`src/hw/wiscPkg.sv`:
```
`default_nettype none

package wiscPkg;

	// datapath widths
	localparam int dataWidth = 16;
	localparam int instrWidth = 16;
	localparam int regSelWidth = 3;

	// instruction field widths
	localparam int opWidth = 5;
	localparam int functWidth = 2;
	localparam int imm5Width = 5;
	localparam int imm8Width = 8;
	localparam int disp11Width = 11;

	// special and control
	localparam logic [opWidth-1:0] opHalt = 5'b00000;
	localparam logic [opWidth-1:0] opNop = 5'b00001;

	// immediate arithmetic and logic
	localparam logic [opWidth-1:0] opAddi = 5'b01000;
	localparam logic [opWidth-1:0] opSubi = 5'b01001;
	localparam logic [opWidth-1:0] opXori = 5'b01010;
	localparam logic [opWidth-1:0] opAndni = 5'b01011;

	// immediate shifts and rotates
	localparam logic [opWidth-1:0] opRoli = 5'b10100;
	localparam logic [opWidth-1:0] opSlli = 5'b10101;
	localparam logic [opWidth-1:0] opRori = 5'b10110;
	localparam logic [opWidth-1:0] opSrli = 5'b10111;

	// memory and byte loads
	localparam logic [opWidth-1:0] opSt = 5'b10000;
	localparam logic [opWidth-1:0] opLd = 5'b10001;
	localparam logic [opWidth-1:0] opStu = 5'b10011;
	localparam logic [opWidth-1:0] opSlbi = 5'b10010;
	localparam logic [opWidth-1:0] opLbi = 5'b11000;

	// register-register group
	localparam logic [opWidth-1:0] opBtr = 5'b11001;
	localparam logic [opWidth-1:0] opAlu = 5'b11011;
	localparam logic [opWidth-1:0] opShift = 5'b11010;
	localparam logic [opWidth-1:0] opSeq = 5'b11100;
	localparam logic [opWidth-1:0] opSlt = 5'b11101;
	localparam logic [opWidth-1:0] opSle = 5'b11110;
	localparam logic [opWidth-1:0] opSco = 5'b11111;

	// branches on rs
	localparam logic [opWidth-1:0] opBeqz = 5'b01100;
	localparam logic [opWidth-1:0] opBnez = 5'b01101;
	localparam logic [opWidth-1:0] opBltz = 5'b01110;
	localparam logic [opWidth-1:0] opBgez = 5'b01111;

	// jumps, the 0011x pair links through R7
	localparam logic [opWidth-1:0] opJ = 5'b00100;
	localparam logic [opWidth-1:0] opJr = 5'b00101;
	localparam logic [opWidth-1:0] opJal = 5'b00110;
	localparam logic [opWidth-1:0] opJalr = 5'b00111;

	typedef struct packed {
		logic [opWidth-1:0] opcode;
		logic [regSelWidth-1:0] rs;
		logic [regSelWidth-1:0] rt;
		logic [regSelWidth-1:0] rd;
		logic [functWidth-1:0] funct;
	} rFormT;

	typedef struct packed {
		logic [opWidth-1:0] opcode;
		logic [regSelWidth-1:0] rs;
		logic [regSelWidth-1:0] rd;
		logic [imm5Width-1:0] imm5;
	} iForm1T;

	typedef struct packed {
		logic [opWidth-1:0] opcode;
		logic [regSelWidth-1:0] rs;
		logic [imm8Width-1:0] imm8;
	} iForm2T;

	typedef struct packed {
		logic [opWidth-1:0] opcode;
		logic [disp11Width-1:0] disp11;
	} jFormT;

	// one word, four views
	typedef union packed {
		rFormT rForm;
		iForm1T iForm1;
		iForm2T iForm2;
		jFormT jForm;
	} instrWord;

endpackage

`default_nettype wire

```
`src/hw/instrDecoder.sv`:
```
`timescale 1ns/1ps
`default_nettype none

module instrDecoder (
	input wire [wiscPkg::instrWidth-1:0] instr,
	output logic [wiscPkg::opWidth-1:0] opcode,
	output logic [wiscPkg::regSelWidth-1:0] rsSel,
	output logic [wiscPkg::regSelWidth-1:0] rtSel,
	output logic [wiscPkg::regSelWidth-1:0] writeSel,
	output logic [wiscPkg::functWidth-1:0] aluOp,
	output logic memRead,
	output logic memWrite,
	output logic regWrite,
	output logic savePC,
	output logic halt,
	output logic nop
);

	// link register for jal and jalr
	localparam logic [wiscPkg::regSelWidth-1:0] linkReg = '1;

	wiscPkg::instrWord word;

	assign word = instr;

	// fixed fields straight off the word
	assign opcode = word.rForm.opcode;
	assign rsSel = word.rForm.rs;
	assign rtSel = word.rForm.rt;
	assign aluOp = word.rForm.funct;

	assign halt = (opcode == wiscPkg::opHalt);
	assign nop = (opcode == wiscPkg::opNop);

	always_comb begin
		// nothing written, no memory access
		regWrite = 1'b0;
		writeSel = '0;
		memRead = 1'b0;
		memWrite = 1'b0;
		savePC = 1'b0;

		case (opcode)
			// register-register ops write rd at bits 4:2
			wiscPkg::opBtr,
			wiscPkg::opAlu,
			wiscPkg::opShift,
			wiscPkg::opSeq,
			wiscPkg::opSlt,
			wiscPkg::opSle,
			wiscPkg::opSco: begin
				regWrite = 1'b1;
				writeSel = word.rForm.rd;
			end

			// i-format 1 ops write rd at bits 7:5
			wiscPkg::opAddi,
			wiscPkg::opSubi,
			wiscPkg::opXori,
			wiscPkg::opAndni,
			wiscPkg::opRoli,
			wiscPkg::opSlli,
			wiscPkg::opRori,
			wiscPkg::opSrli: begin
				regWrite = 1'b1;
				writeSel = word.iForm1.rd;
			end

			wiscPkg::opLd: begin
				regWrite = 1'b1;
				writeSel = word.iForm1.rd;
				memRead = 1'b1;
			end

			wiscPkg::opSt: begin
				memWrite = 1'b1;
			end

			// store with update writes the address back into rs
			wiscPkg::opStu: begin
				memWrite = 1'b1;
				regWrite = 1'b1;
				writeSel = word.iForm2.rs;
			end

			wiscPkg::opLbi,
			wiscPkg::opSlbi: begin
				regWrite = 1'b1;
				writeSel = word.iForm2.rs;
			end

			// return address goes to R7
			wiscPkg::opJal,
			wiscPkg::opJalr: begin
				regWrite = 1'b1;
				writeSel = linkReg;
				savePC = 1'b1;
			end

			default: begin
				regWrite = 1'b0;
			end
		endcase

		// a single memory port cannot read and write in one cycle
		assert (!(memRead && memWrite))
			else $error("opcode %b raises memRead and memWrite together", opcode);
	end

endmodule

`default_nettype wire

```
`src/hw/immGen.sv`:
```
`timescale 1ns/1ps
`default_nettype none

module immGen #(
	parameter int dataWidth = wiscPkg::dataWidth
) (
	input wire [wiscPkg::instrWidth-1:0] instr,
	output logic [dataWidth-1:0] imm
);

	wiscPkg::instrWord word;
	logic [wiscPkg::imm5Width-1:0] imm5;
	logic [wiscPkg::imm8Width-1:0] imm8;
	logic [wiscPkg::disp11Width-1:0] disp11;
	logic [dataWidth-1:0] imm5Zext;
	logic [dataWidth-1:0] imm5Sext;
	logic [dataWidth-1:0] imm8Zext;
	logic [dataWidth-1:0] imm8Sext;
	logic [dataWidth-1:0] disp11Sext;

	assign word = instr;

	// same word seen through three views
	assign imm5 = word.iForm1.imm5;
	assign imm8 = word.iForm2.imm8;
	assign disp11 = word.jForm.disp11;

	assign imm5Zext = {{(dataWidth - wiscPkg::imm5Width){1'b0}}, imm5};
	assign imm5Sext = {{(dataWidth - wiscPkg::imm5Width){imm5[wiscPkg::imm5Width-1]}}, imm5};
	assign imm8Zext = {{(dataWidth - wiscPkg::imm8Width){1'b0}}, imm8};
	assign imm8Sext = {{(dataWidth - wiscPkg::imm8Width){imm8[wiscPkg::imm8Width-1]}}, imm8};
	assign disp11Sext = {{(dataWidth - wiscPkg::disp11Width){disp11[wiscPkg::disp11Width-1]}},
		disp11};

	always_comb begin
		case (word.jForm.opcode)
			// logical immediates are unsigned
			wiscPkg::opXori,
			wiscPkg::opAndni: imm = imm5Zext;

			wiscPkg::opAddi,
			wiscPkg::opSubi,
			wiscPkg::opRoli,
			wiscPkg::opSlli,
			wiscPkg::opRori,
			wiscPkg::opSrli,
			wiscPkg::opSt,
			wiscPkg::opLd,
			wiscPkg::opStu: imm = imm5Sext;

			// low byte shifted in, keep it unsigned
			wiscPkg::opSlbi: imm = imm8Zext;

			wiscPkg::opLbi,
			wiscPkg::opBeqz,
			wiscPkg::opBnez,
			wiscPkg::opBltz,
			wiscPkg::opBgez,
			wiscPkg::opJr,
			wiscPkg::opJalr: imm = imm8Sext;

			wiscPkg::opJ,
			wiscPkg::opJal: imm = disp11Sext;

			// r-format, halt and nop carry no immediate
			default: imm = '0;
		endcase
	end

endmodule

`default_nettype wire

```
`src/hw/regFileBypass.sv`:
```
`timescale 1ns/1ps
`default_nettype none

module regFileBypass #(
	parameter int dataWidth = wiscPkg::dataWidth,
	parameter int regSelWidth = wiscPkg::regSelWidth
) (
	input wire clk,
	input wire rstN,
	input wire [regSelWidth-1:0] rsSel,
	input wire [regSelWidth-1:0] rtSel,
	input wire wbEn,
	input wire [regSelWidth-1:0] wbSel,
	input wire [dataWidth-1:0] wbData,
	output logic [dataWidth-1:0] rsData,
	output logic [dataWidth-1:0] rtData
);

	localparam int regCount = 1 << regSelWidth;

	logic [dataWidth-1:0] regs [regCount];
	logic rsHit;
	logic rtHit;

	// one write port with all registers cleared on reset
	always_ff @(posedge clk or negedge rstN) begin
		if (!rstN) begin
			for (int i = 0; i < regCount; i++) begin
				regs[i] <= '0;
			end
		end else if (wbEn) begin
			regs[wbSel] <= wbData;
		end
	end

	// write-back in flight to the register being read
	assign rsHit = wbEn && (wbSel == rsSel);
	assign rtHit = wbEn && (wbSel == rtSel);

	// forwarded value wins over the stored one
	assign rsData = rsHit ? wbData : regs[rsSel];
	assign rtData = rtHit ? wbData : regs[rtSel];

	// write-back stage must drive clean values when it writes
	wbSelKnown: assert property (
		@(posedge clk) disable iff (!rstN)
		wbEn |-> !$isunknown(wbSel)
	) else $error("write-back select has unknown bits");

	wbDataKnown: assert property (
		@(posedge clk) disable iff (!rstN)
		wbEn |-> !$isunknown(wbData)
	) else $error("write-back data has unknown bits");

endmodule

`default_nettype wire

```
`src/hw/decodeStage.sv`:
```
`timescale 1ns/1ps
`default_nettype none

module decodeStage #(
	parameter int dataWidth = wiscPkg::dataWidth,
	parameter int regSelWidth = wiscPkg::regSelWidth
) (
	input wire clk,
	input wire rstN,
	input wire [wiscPkg::instrWidth-1:0] instr,
	input wire [dataWidth-1:0] pc,
	input wire wbEn,
	input wire [regSelWidth-1:0] wbSel,
	input wire [dataWidth-1:0] wbData,
	output wire [wiscPkg::opWidth-1:0] opcode,
	output wire [dataWidth-1:0] rsData,
	output wire [dataWidth-1:0] rtData,
	output wire [dataWidth-1:0] imm,
	output wire [wiscPkg::functWidth-1:0] aluOp,
	output wire [dataWidth-1:0] pcOut,
	output wire memRead,
	output wire memWrite,
	output wire regWrite,
	output wire [regSelWidth-1:0] writeSel,
	output wire savePC,
	output wire halt,
	output wire nop
);

	// read selects from the decoder into the register file
	wire [regSelWidth-1:0] rsSel;
	wire [regSelWidth-1:0] rtSel;

	// pc rides along for the branch and link logic downstream
	assign pcOut = pc;

	instrDecoder decoder (
		.instr(instr),
		.opcode(opcode),
		.rsSel(rsSel),
		.rtSel(rtSel),
		.writeSel(writeSel),
		.aluOp(aluOp),
		.memRead(memRead),
		.memWrite(memWrite),
		.regWrite(regWrite),
		.savePC(savePC),
		.halt(halt),
		.nop(nop)
	);

	immGen #(
		.dataWidth(dataWidth)
	) immediate (
		.instr(instr),
		.imm(imm)
	);

	// write-back port comes straight from the later stage
	regFileBypass #(
		.dataWidth(dataWidth),
		.regSelWidth(regSelWidth)
	) regFile (
		.clk(clk),
		.rstN(rstN),
		.rsSel(rsSel),
		.rtSel(rtSel),
		.wbEn(wbEn),
		.wbSel(wbSel),
		.wbData(wbData),
		.rsData(rsData),
		.rtData(rtData)
	);

endmodule

`default_nettype wire

```
`config.mk`:
```
export PLATFORM = sky130hd
export DESIGN_NAME = decodeStage
export DESIGN_NICKNAME = d
export VERILOG_FILES = /design/src/hw/wiscPkg.sv /design/src/hw/instrDecoder.sv /design/src/hw/immGen.sv /design/src/hw/regFileBypass.sv /design/src/hw/decodeStage.sv
export SDC_FILE = /design/constraint.sdc
export NUM_CORES = 1
export LEC_CHECK = 0
export BUFFER_PORTS_ARGS = -buffer_cell sky130_fd_sc_hd__buf_4
export CORE_UTILIZATION = 40
export CTS_CLUSTER_DIAMETER = 100
export CTS_CLUSTER_SIZE = 14
export DETAILED_ROUTE_END_ITERATION = 8
export PLACE_DENSITY = 0.65
export SLEW_MARGIN = 20
export SYNTH_ARGS = -nofsm -noshare
export SYNTH_HDL_FRONTEND = slang
export SYNTH_SLANG_ARGS = --single-unit
```
`constraint.sdc`:
```
create_clock -name clk -period 2.2 [get_ports clk]
set_input_delay 0.33 -clock clk [delete_from_list [all_inputs] [get_ports clk]]
set_output_delay 0.33 -clock clk [all_outputs]
set_load 0.05 [all_outputs]
```
Word level (Yosys, flattened, before mapping)
Cells that the tools add are included.
{"block": "totals", "register_bits": 128}
{"block": "op_classes", "magnitude_cmp": 4, "n_eq_ne": 31, "n_mux": 17, "bitwise_logic": 3, "n_reduce_logical": 14}
{"cell": "$bwmux W128", "count": 1}
{"cell": "$mux W16", "count": 7}
{"cell": "$bmux W16 S3", "count": 2}
{"cell": "$eq A5 B5 Y1 const B", "count": 16}
{"cell": "$pmux W16 S5", "count": 1}
{"cell": "$demux W16 S3", "count": 1}
{"cell": "$eq A5 B4 Y1 const B", "count": 8}
{"cell": "$reduce_or A21 Y1", "count": 1}
{"cell": "$eq A5 B3 Y1 const B", "count": 4}
{"cell": "$reduce_or A9 Y1", "count": 2}
{"cell": "$reduce_or A7 Y1", "count": 2}
{"cell": "$ge A4 B4 Y1 const B", "count": 3}
{"cell": "$not A3 Y4", "count": 3}
{"cell": "$pmux W3 S4", "count": 1}
{"cell": "$reduce_or A2 Y1", "count": 4}
{"cell": "$eq A3 B3 Y1", "count": 2}
{"cell": "$eq A5 B1 Y1 const B", "count": 1}
{"cell": "$logic_not A5 Y1", "count": 1}
{"cell": "$lt A4 B1 Y1 const B", "count": 1}
{"cell": "$mux W1", "count": 4}
{"cell": "$logic_and A1 B1 Y1", "count": 3}
{"cell": "$reduce_or A3 Y1", "count": 1}

Depth between registers and ports, before layout
Gate-level depths: netlist of run 1.
{"block": "logic_depth", "ltp_word": 6, "ltp_mapped": 7, "mapped_depth_nobuf": 4}

Modules after synthesis
A second synthesis of run 1 with hierarchy kept.
{"block": "hier_totals", "hier_cells": 561, "hier_area_um2": 8262.9}
{"module": "regFileBypass", "instances": 1, "cells_each": 452, "area_each_um2": 7533.5, "seq_area_each_um2": 3203.1}
{"module": "instrDecoder", "instances": 1, "cells_each": 54, "area_each_um2": 371.6, "seq_area_each_um2": 0.0}
{"module": "immGen", "instances": 1, "cells_each": 39, "area_each_um2": 237.7, "seq_area_each_um2": 0.0}
{"module": "decodeStage", "instances": 1, "cells_each": 16, "area_each_um2": 120.1, "seq_area_each_um2": 0.0}

Worst setup path after synthesis of run 1
Ideal clock, no wire load.
{"block": "synth_timing", "path_kind": "input to output", "from": "input instr[14] (netlist bit)", "to": "output imm[11]", "t_arrival_ps": 2008, "required_ps": 1870, "slack_ps": -138, "stages": 6, "path_cell_list": "clkbuf_2 > or3b_2 > a21oi_1 > o21ai_1 > nand3_1 > buf_4"}
{"block": "synth_between", "elab_chain_len": 3}
{"element": "from (decl)", "line": "decodeStage.sv:10", "text": "input wire [wiscPkg::instrWidth-1:0] instr,"}
{"element": "$eq A5 B5 Y1, or another cell as far along", "line": "immGen.sv:36", "text": "case (word.jForm.opcode)"}
{"element": "$reduce_or A9 Y1, or another cell as far along", "line": "immGen.sv:36"}
{"element": "$pmux W16 S5 *", "line": "immGen.sv:36"}
{"element": "to (decl)", "line": "decodeStage.sv:18", "text": "output wire [dataWidth-1:0] imm,"}
Every way passes the cells marked *; elsewhere a longest branch is shown, timed or not.

Final worst setup path of run 1
{"block": "layout_timing", "from": "register regFile.regs[36] (netlist bit)", "to": "output rtData[4]"}
{"block": "layout_between", "elab_chain_len": 4}
{"element": "from (decl)", "line": "regFileBypass.sv:21", "text": "logic [dataWidth-1:0] regs [regCount];"}
{"element": "from (signal, indexed assignment)", "line": "regFileBypass.sv:32", "text": "regs[wbSel] <= wbData;"}
{"element": "$bmux W16 S3", "line": "regFileBypass.sv:42", "text": "assign rtData = rtHit ? wbData : regs[rtSel];"}
{"element": "$mux W16 (implied by the code) (2 in series)", "line": "regFileBypass.sv:42"}
{"element": "$mux W16", "line": "regFileBypass.sv:42"}
{"element": "to (decl)", "line": "decodeStage.sv:17", "text": "output wire [dataWidth-1:0] rtData,"}
No other way between the ends. The select of a mux whose other input is x is not followed.

==> run_results.csv, run 1 <==
group,metric,value,unit
floorplanning,dieArea,0.0204,sq mm
sta,clock_skew,0,ns
setup_path,critPathCaptureType,"output pin",
cells_and_area,antenna_cells,0,
global_routing,grt_pass1_wl,31400,um
setup_path,crit_arrival,1.84,ns
power_and_ir_drop,p_switching,3.00,mW
power_and_ir_drop,p_sw_share,33.4,%
synth,ys_ff_latch,128,
synth,syn_inst,589,
sta,rsz0062_at_grt,"true",
cells_and_area,fillCellCount,1678,
setup_path,crit_cells,4,
sta,fin_setup_tns,0,ns
clock_network,root_buffer,"clkbuf_16",
power_and_ir_drop,clock_power_share,29.0,%
setup_path,cpMaxStageDelayCell,"mux4_2",
setup_path,endpoint,"rtData[4]",
floorplanning,dieWidth,143,um
clock_network,ctsHtreeMaxLevel,4,
sta,relSlewSlack,63.0,%
power_and_ir_drop,p_int,5.99,mW
setup_path,r2r.worst_path.cells,1,
synth,synth_edf_count,0,
place,dp.final_hpwl,13300,um
sta,setup_viol_count_final,0,
route,drc,0,
cells_and_area,reg_top3,"regFile.regs: 128 flops",
cells_and_area,drive_gt1_share,57.2,%
place,placed_area,0.00881,sq mm
hold_path,hold_path.class,"input pin to flip-flop",
cells_and_area,area_growth,19.3,%
sta,post-route-min-period,2.17,ns
global_routing,antenna_found_initial,0,
place,globalplace.congestion,0.818,
global_routing,grt_overflow,0,
route,dr_total_vias,5249,
route,wl_per_cell,21.3,um
cells_and_area,largest_register,"regFile.regs",
global_routing,grt_pass1_vias,5489,
cells_and_area,fin_nets,712,
route,antenna_left,0,
power_and_ir_drop,worst_ir_drop_vdd,0.522,mV
clock_network,cts_tree,"built",
clock_network,cts_made_buffers,17,
place,portBuffers,101,
setup_path,cp_max_fo,3,
hold_path,hold_start,"wbData[8]",
cells_and_area,regArea,0.00320,sq mm
clock_network,clk_path_buf_depth,2,
synth,ys_seq_area_share,40.5,%
sta,fin_crit_sh,98.5,%
clock_network,cts.sink_count,128,
outcome,status,"finished clean",
setup_path,critical_path_class,"flip-flop to output pin",
power_and_ir_drop,seqPwrFrac,36.6,%
global_routing,grt_max_degree,59,
power_and_ir_drop,p_comb_share,34.4,%
power_and_ir_drop,p_leak,4.03,nW
setup_path,critPathLaunch,"regFile.regs[36]",
floorplanning,io_pins,134,
floorplanning,rows,51,
power_and_ir_drop,p_total,8.98,mW
setup_path,worstPathRequired,1.87,ns
sta,worstMarginPinSlew,0.555,ns
cells_and_area,postLayoutCoreUtil,48.5,%
clock_network,clk_pin_slew,0.06,ns
sta,finalMaxSlewViolations,0,
run,cap_violations,0,
floorplanning,coreArea,0.0195,sq mm
synth,synth_warnings,0,
setup_path,r2r_slack,1.39,ns
setup_path,cp_top_family,"multiplexers",
sta,fmax,0.461,GHz
setup_path,path_cells,"mux4_2, mux2i_2, a21oi_1, buf_4",
setup_path,rr_startpoint,"regFile.regs[58]",
route,drtIter0Drc,318,
setup_path,critical_path.max_stage_delay,0.49,ns
floorplanning,die_h,143,um
synth,syn_nets,643,
synth,netlist_area,0.00792,sq mm
setup_path,r2r-end,"regFile.regs[58]",
floorplanning,start_util,40.7,%
route,drtPass1Iterations,6,
synth,avgSynthCellArea,13.4,sq um
cells_and_area,multi_input_area,0.00420,sq mm
power_and_ir_drop,p_per_area,951,mW/mm^2
cells_and_area,final_design_area_no_fill,0.00945,sq mm
route,vias_per_cell,5.61,
synth,async_flop_share,100,%
sta,hold_viol,0,
global_routing,track_usage,20.7,%
synth,synth.distinct_cells,39,
synth,synth_ff_type,"dfrtp_1",
route,wirelength,19900,um
cells_and_area,largest_reg_flops,128,
setup_path,startpoint_type,"flip-flop",
clock_network,clock_latency,0.41,ns
setup_path,critPathBufInv,1,
synth_stat cells (4+ instances only):
library cell / instances / area share, %
a21oi_1: 35 / 2.2
and2_1: 5 / 0.40
buf_1: 4 / 0.19
buf_2: 15 / 0.95
buf_4: 53 / 5.0
buf_6: 7 / 1.0
clkbuf_1: 6 / 0.28
dfrtp_1: 128 / 40
mux2_2: 118 / 17
mux2_4: 10 / 1.9
mux2i_1: 33 / 4.2
mux4_2: 64 / 18
nand2_1: 15 / 0.71
nand3_1: 4 / 0.25
nor2_1: 42 / 2.0
nor3_1: 4 / 0.25
o21ai_0: 5 / 0.32
xnor2_1: 7 / 0.77
area by class of cell:
type                            count  share of cell area [%]
Inverter                            1                  0.0397
Sequential cell                   128                    33.9
Clock inverter                      6                   0.609
Multi-Input combinational cell    372                    44.4
Timing Repair Buffer              138                    12.4
Tap cell                          265                    3.51
Clock buffer                       25                    5.14
how the worst min path moves through the flow:
stage	slack, ns	depth (start not counted)	to
after floorplan	0.03	0	regFile.regs[0]
after global placement	0.33	1	regFile.regs[38]
after detailed placement	0.34	1	regFile.regs[38]
after CTS	0.21	2	regFile.regs[88]
after global routing	0.22	2	regFile.regs[88]
final	0.23	2	regFile.regs[88]
through the flow:
| stage | hold slack (ns) | cells | setup slack (ns) |
|---|---|---|---|
| 6_report | 0.229 | 935 | 0.0319 |
| 5_1_grt | 0.221 | 935 | -0.00913 |
| 4_1_cts | 0.214 | 934 | 0.00258 |
| 3_5_place_dp | 0.343 | 902 | -0.0104 |
| 3_3_place_gp | 0.333 | 902 | 0.0273 |
| 2_1_floorplan | 0.0344 | 589 | -0.0417 |
power by group through the flow:
stage	registers (mW)	logic (mW)	clock network [mW]
after detailed placement	3.31	3.02	0
after CTS	3.28	3.04	2.63
after global routing	3.35	3.27	2.75
after global placement	3.27	2.96	0
final	3.29	3.09	2.60
after floorplan	3.15	2.41	0
kinds of logic after synthesis:
family,after synthesis,share of synthesized area [%]
buffers and inverters,89,7.87
AO/OA/AOI/OAI,52,3.73
XOR/XNOR,8,0.885
AND/OR/NAND/NOR,87,5.99
flip-flops,128,40.5
multiplexers,225,41.1
layer usage:
layer | track usage [%] | part of all wire [%]
met4 | 7.07 | 1.8
met1 | 27.8 | 44
met3 | 3.99 | 5.5
met5 | 0 | 0
met2 | 33.7 | 49
cell usage in the layout, fill, tap and decap left out, types with 7 or more instances in the layout:
cell type	netlist	final
dfrtp_1	128	128
buf_4	53	125
mux2_2	118	118
mux4_2	64	64
nor2_1	42	42
a21oi_1	35	28
mux2i_1	33	24
clkbuf_16	0	17
nand2_1	15	15
mux2_4	10	10
buf_12	1	10
xnor2_1	7	7
a21oi_2	0	7
timing repair:
action | 4_1_cts | 5_1_grt
endpoints found under the hold margin | 38 | 0
hold buffers | 1 | 0
gates cloned | 0 | 0
setup buffers | 0 | 1
pin swaps | 1 | 2
gates resized for setup | 1 | 15
endpoints found under the setup margin | 2 | 15
No activity file was read; power rests on OpenSTA's default activity.
==> inputs of run 2 (changes only) <==
ABC_AREA = 1   (was default)
SLEW_MARGIN = default   (was 20)
==> run_results.csv, run 2 <==
group,metric,value,unit
setup_path,crit_arrival,1.66,ns
floorplanning,dieArea,0.0214,sq mm
synth,ys_ff_latch,128,
clock_network,cts_tree,"built",
setup_path,path_cells,"buf_4, buf_4, nand3_1, nand3_1, nand3_1, nand2_1, buf_4",
sta,post-route-min-period,1.99,ns
synth,synth_warnings,0,
synth,synth_top_cell_area_share,38.4,%
setup_path,critical_path_class,"input pin to output pin",
global_routing,track_usage,25.3,%
place,portBuffers,101,
synth,synth_edf_count,0,
sta,hold_viol,0,
place,dp_worst_setup_slack,0.219,ns
cells_and_area,largest_reg_flops,128,
route,drtPass1Iterations,6,
sta,clock_skew,0,ns
sta,whs,0.140,ns
setup_path,critical_path.max_stage_delay,0.42,ns
clock_network,ctsHtreeMaxLevel,4,
synth,syn_nets,1363,
setup_path,critPathCaptureType,"output pin",
global_routing,grt_max_degree,45,
power_and_ir_drop,p_int,5.52,mW
synth,ys_seq_area_share,38.4,%
synth,synth-xor-area-share,0,%
global_routing,grt_pass1_wl,42000,um
synth,synth_most_common_cell,"nand2_1",
synth,synth.distinct_cells,21,
route,drtIter0Drc,916,
synth,synth_top_cell_by_area,"dfrtp_1",
synth,synth_simple_gate_area_share,39.1,%
power_and_ir_drop,p_leak,5.36,nW
synth,synth_adder_area_share,0,%
synth,syn_inst,1309,
synth,avgSynthCellArea,6.37,sq um
floorplanning,die_h,146,um
run,cap_violations,0,
global_routing,grt_pass1_vias,7733,
floorplanning,start_util,41.1,%
power_and_ir_drop,p_comb_share,29.4,%
power_and_ir_drop,p_sw_share,35.9,%
sta,rsz0062_at_grt,"false",
synth,synth_ff_type,"dfrtp_1",
route,wirelength,26600,um
sta,fmax,0.503,GHz
clock_network,root_buffer,"clkbuf_16",
floorplanning,io_pins,134,
route,antenna_left,0,
clock_network,cts.sink_count,128,
outcome,status,"finished clean",
route,vias_per_cell,5.16,
route,dr_total_vias,8461,
cells_and_area,mostFrequentLayoutCells,"501 x nand2_1, 242 x nand3_1, 158 x inv_1",
clock_network,cts_resized,0,
clock_network,clock_latency,0.42,ns
place,globalplace.congestion,0.857,
sta,fin_ws,0.211,ns
place,dp.final_hpwl,16500,um
sta,fin_crit_sh,90.4,%
cells_and_area,fin_nets,1412,
clock_network,cts_made_buffers,17,
synth,muxShareOfSynthArea,0,%
global_routing,antenna_found_initial,0,
clock_network,clk_path_buf_depth,2,
setup_path,startpoint_type,"input pin",
power_and_ir_drop,p_switching,3.09,mW
synth,synth_top_family_by_area,"simple AND/OR/NAND/NOR gates",
sta,setup_viol_count_final,0,
power_and_ir_drop,worst_ir_drop_vdd,0.535,mV
synth,async_flop_share,100,%
sta,worstMarginPinSlew,0.609,ns
cells_and_area,reg_top3,"regFile.regs: 128 flops",
global_routing,grt_overflow,0,
floorplanning,rows,52,
setup_path,critPathBufInv,3,
setup_path,r2r_slack,1.51,ns
setup_path,cp_top_family,"buffers and inverters",
setup_path,cp_max_fo,32,
synth,synth_commonest_cells,"501 x nand2_1, 242 x nand3_1, 159 x inv_1",
sta,relSlewSlack,59.4,%
hold_path,hold_path.class,"input pin to flip-flop",
floorplanning,dieWidth,146,um
clock_network,clk_pin_slew,0.06,ns
route,wl_per_cell,16.2,um
floorplanning,coreArea,0.0203,sq mm
cells_and_area,largest_register,"regFile.regs",
cells_and_area,area_growth,18.1,%
power_and_ir_drop,p_per_area,876,mW/mm^2
sta,finalMaxSlewViolations,0,
cells_and_area,final_common_cell,"nand2_1",
power_and_ir_drop,p_total,8.61,mW
power_and_ir_drop,seqPwrFrac,35.1,%
cells_and_area,antenna_cells,0,
setup_path,cpMaxStageDelayCell,"buf_4",
synth,netlist_area,0.00833,sq mm
cells_and_area,drive_gt1_share,13.3,%
synth,synth_compound_area_share,7.87,%
power_and_ir_drop,clock_power_share,35.5,%
setup_path,worstPathRequired,1.87,ns
synth,synthTopCellsByArea,"dfrtp_1 38%, nand2_1 23%, nand3_1 15%",
route,drc,0,
[run 2: cell types whose count changed in the layout (fill, tap and decap cells not counted), sizes merged, moves of 5 or more]
cell and delta:
nor2 -16, o21ai +125, nand2 +489, a21oi -35, nand3 +238, mux2i -33
mux2 -128, and2 -5, xnor2 -7, clkbuf -7, mux4 -64, inv +170
[run 2: logic make-up after synthesis]
kind of cell,Yosys count
AND/OR/NAND/NOR,776
buffers and inverters,274
AO/OA/AOI/OAI,131
flip-flops,128
[run 2: path summary, 6_finish.rpt]
kind,start,endpoint,cells past startpoint
setup / recovery,instr[6],rtData[9],7
hold / removal,wbData[1],regFile.regs[1],3
setup reg to reg,regFile.regs[15],regFile.regs[15],2
hold reg to reg,regFile.regs[53],regFile.regs[53],2
max in group asynchronous,rstN,regFile.regs[27],3
min in group asynchronous,rstN,regFile.regs[126],2
[run 2: per-stage QoR]
step                      std cells  instance area (sq um)  setup TNS (ns)  utilization (%)
after floorplan                1309                   8330          -0.162                -
after global placement         1608                   9190               0             45.3
after detailed placement       1608                   9190               0             45.3
after CTS                      1641                   9840               0             48.5
after global routing           1641                   9840               0             48.5
final                          1641                   9840               0             48.5
[run 2: power groups by stage]
stage	clock (mW)	combinational (mW)	sequential [mW]
after floorplan	0	1.90	3.00
after global placement	0	2.48	3.05
after detailed placement	0	2.51	3.05
after CTS	3.09	2.53	3.02
after global routing	3.22	2.81	3.07
final	3.06	2.53	3.02
[run 2: what timing repair did]
action | in CTS | in global routing
endpoints found under the hold margin | 40 | 0
hold buffers | 1 | 0
buffers inserted | 0 | 0
[run 2: layer usage]
metal  vias to the layer above  wire length (um)  GRT usage [%]  share of wire (%)
met4                         0               712           9.43                2.7
met1                      3901             11500           33.0                 43
li1                       4163                 -              -                  -
met2                       339             12700           41.9                 48
met3                        58              1680           4.31                6.3
met5                         -                 0              0                  0
[run 2: cell type report]
class | instances | area (sq um)
clock buffer | 18 | 429
clock inverter | 14 | 205
fill | 2070 | 10500
inverter | 168 | 637
multi-input combinational | 907 | 3920
sequential | 128 | 3200
tap | 270 | 338
timing repair buffer | 136 | 1110
[run 2: worst reg2reg max path: cells and delay by family, from the launching register on]
family                 cells  cell delay [ns]
AO/OA/AOI/OAI              1             0.11
buffers and inverters      1             0.09
flip-flops                 1             0.37
==> inputs of run 3 (changes only) <==
--- a/config.mk
+++ b/config.mk
@@ -8,4 +8,5 @@
 export ABC_AREA = 1
 export BUFFER_PORTS_ARGS = -buffer_cell sky130_fd_sc_hd__buf_4
+export CAP_MARGIN = 10
 export CORE_UTILIZATION = 40
 export CTS_CLUSTER_DIAMETER = 100
==> constraint.sdc (replaced) <==
create_clock -name clk -period 2.2 [get_ports clk]
set_input_delay 0.33 -clock clk [delete_from_list [all_inputs] [get_ports clk]]
set_output_delay 0.33 -clock clk [all_outputs]
set_load 0.01 [all_outputs]
==> run_results.csv, run 3 (same netlist as run 2, synthesis figures left out) <==
group,metric,value,unit
global_routing,grt_pass1_vias,8120,
clock_network,root_buffer,"clkbuf_16",
clock_network,clk_pin_slew,0.06,ns
clock_network,cts_tree,"built",
sta,fin_crit_sh,89.4,%
power_and_ir_drop,p_switching,2.61,mW
sta,relSlewSlack,65.4,%
setup_path,r2r.worst_path.cells,2,
power_and_ir_drop,p_int,5.52,mW
setup_path,startpoint_type,"input pin",
cells_and_area,antenna_cells,0,
route,wirelength,26800,um
clock_network,cts_setup_buffers,0,
cells_and_area,mostFrequentLayoutCells,"501 x nand2_1, 242 x nand3_1, 158 x inv_1",
floorplanning,io_pins,134,
global_routing,grt_max_degree,67,
floorplanning,start_util,41.1,%
sta,fin_ws,0.233,ns
cells_and_area,final_common_cell,"nand2_1",
route,dr_total_vias,8540,
cells_and_area,final_design_area_no_fill,0.00981,sq mm
sta,setup_viol_count_final,0,
run,cap_violations,0,
route,drtPass1Iterations,6,
cells_and_area,largest_register,"regFile.regs",
hold_path,holdPathEnd,"regFile.regs[1]",
place,dp_worst_setup_slack,0.264,ns
sta,worstMarginPinSlew,0.518,ns
place,portBuffers,101,
route,wl_met1,11600,um
cells_and_area,postLayoutCoreUtil,48.3,%
sta,clock_skew,0,ns
power_and_ir_drop,worst_ir_drop_vdd,0.525,mV
power_and_ir_drop,p_comb_share,25.6,%
sta,fmax,0.508,GHz
floorplanning,die_h,146,um
floorplanning,rows,52,
power_and_ir_drop,p_per_area,828,mW/mm^2
power_and_ir_drop,p_sw_share,32.2,%
cells_and_area,largest_reg_flops,128,
sta,fin_setup_tns,0,ns
sta,finalMaxSlewViolations,0,
route,vias_per_cell,5.21,
setup_path,r2r_slack,1.50,ns
place,placed_area,0.00917,sq mm
clock_network,clock_latency,0.43,ns
setup_path,rr_startpoint,"regFile.regs[3]",
cells_and_area,reg_top3,"regFile.regs: 128 flops",
global_routing,grt_pass1_wl,43200,um
cells_and_area,fillCellCount,2081,
global_routing,track_usage,25.8,%
clock_network,clk_path_buf_depth,2,
cells_and_area,drive_gt1_share,13.3,%
place,dp.final_hpwl,16600,um
global_routing,grt_overflow,0,
sta,post-route-min-period,1.97,ns
floorplanning,dieWidth,146,um
cells_and_area,fin_nets,1411,
power_and_ir_drop,p_leak,5.34,nW
route,antenna_left,0,
outcome,status,"finished clean",
floorplanning,coreArea,0.0203,sq mm
route,drc,0,
power_and_ir_drop,seqPwrFrac,37.3,%
setup_path,crit_arrival,1.64,ns
route,top_layer,"met4",
clock_network,ctsHtreeMaxLevel,4,
setup_path,critPathCaptureType,"output pin",
setup_path,worstPathRequired,1.87,ns
route,drtIter0Drc,815,
hold_path,hold_depth,3,
place,globalplace.congestion,0.888,
power_and_ir_drop,clock_power_share,37.2,%
setup_path,critical_path_class,"input pin to output pin",
sta,rsz0062_at_grt,"false",
clock_network,cts_made_buffers,17,
route,met2_length,12900,um
clock_network,cts.sink_count,128,
floorplanning,dieArea,0.0214,sq mm
setup_path,r2r-end,"regFile.regs[3]",
sta,hold_viol,0,
hold_path,hold_start,"wbData[1]",
route,dr_wl_met3,1580,um
setup_path,cp_max_fo,16,
cells_and_area,area_growth,17.8,%
route,wl_per_cell,16.4,um
hold_path,hold_path.class,"input pin to flip-flop",
global_routing,antenna_found_initial,0,
clock_network,cts_resized,0,
run 3: cell type report:
cell class              instances  area, sq um  share of cell area [%]
clock inverters                13          188                    1.91
inverters                     168          637                    6.49
well taps                     270          338                    3.44
repair buffers                135         1090                    11.1
clock buffers                  19          443                    4.51
flip-flops and latches        128         3200                    32.6
multi-input cells             907         3920                    39.9
run 3: layer usage:
metal,GRT usage [%],up-vias
li1,-,4168
met1,32.7,3977
met2,43.6,330
met3,4.97,65
met4,9.84,0
met5,0,-
run 3: worst max path at each step:
stage / start / to / depth (start not counted)
2_1_floorplan: instr[7] / imm[11] / 5
6_report: wbSel[1] / rtData[12] / 10
4_1_cts: wbSel[1] / rtData[12] / 10
5_1_grt: wbSel[1] / rtData[5] / 10
3_3_place_gp: wbSel[2] / rtData[12] / 10
3_5_place_dp: wbSel[1] / rtData[12] / 10
run 3: per-stage QoR:
step                hold WS [ns]  total power, mW  instances
detailed placement         0.341             5.12       1607
global route               0.150             8.61       1640
finish                     0.136             8.13       1640
global placement           0.348             5.08       1607
CTS                        0.131             8.15       1640
floorplan                 0.0344             4.42       1309
run 3: power by group through the flow:
stage / combinational (mW) / clock (mW) / sequential (mW)
after floorplan: 1.41 / 0 / 3.00
after global placement: 2.03 / 0 / 3.05
after detailed placement: 2.07 / 0 / 3.05
after CTS: 2.08 / 3.05 / 3.02
after global routing: 2.37 / 3.15 / 3.08
final: 2.08 / 3.02 / 3.03
run 3: critical path: stages:
cell and delay (ns):
buf_4 0.14, inv_2 0.10, nand2_1 0.06, nand2_1 0.07, nor2_2 0.05, nand2_4 0.13, clkinv_2 0.34, nand2_1 0.15
nand2_1 0.10, buf_4 0.15
run 3: what timing repair did:
action,4_1_cts,5_1_grt
hold buffers,1,0
endpoints found under the hold margin,33,0
endpoints found under the setup margin,0,0
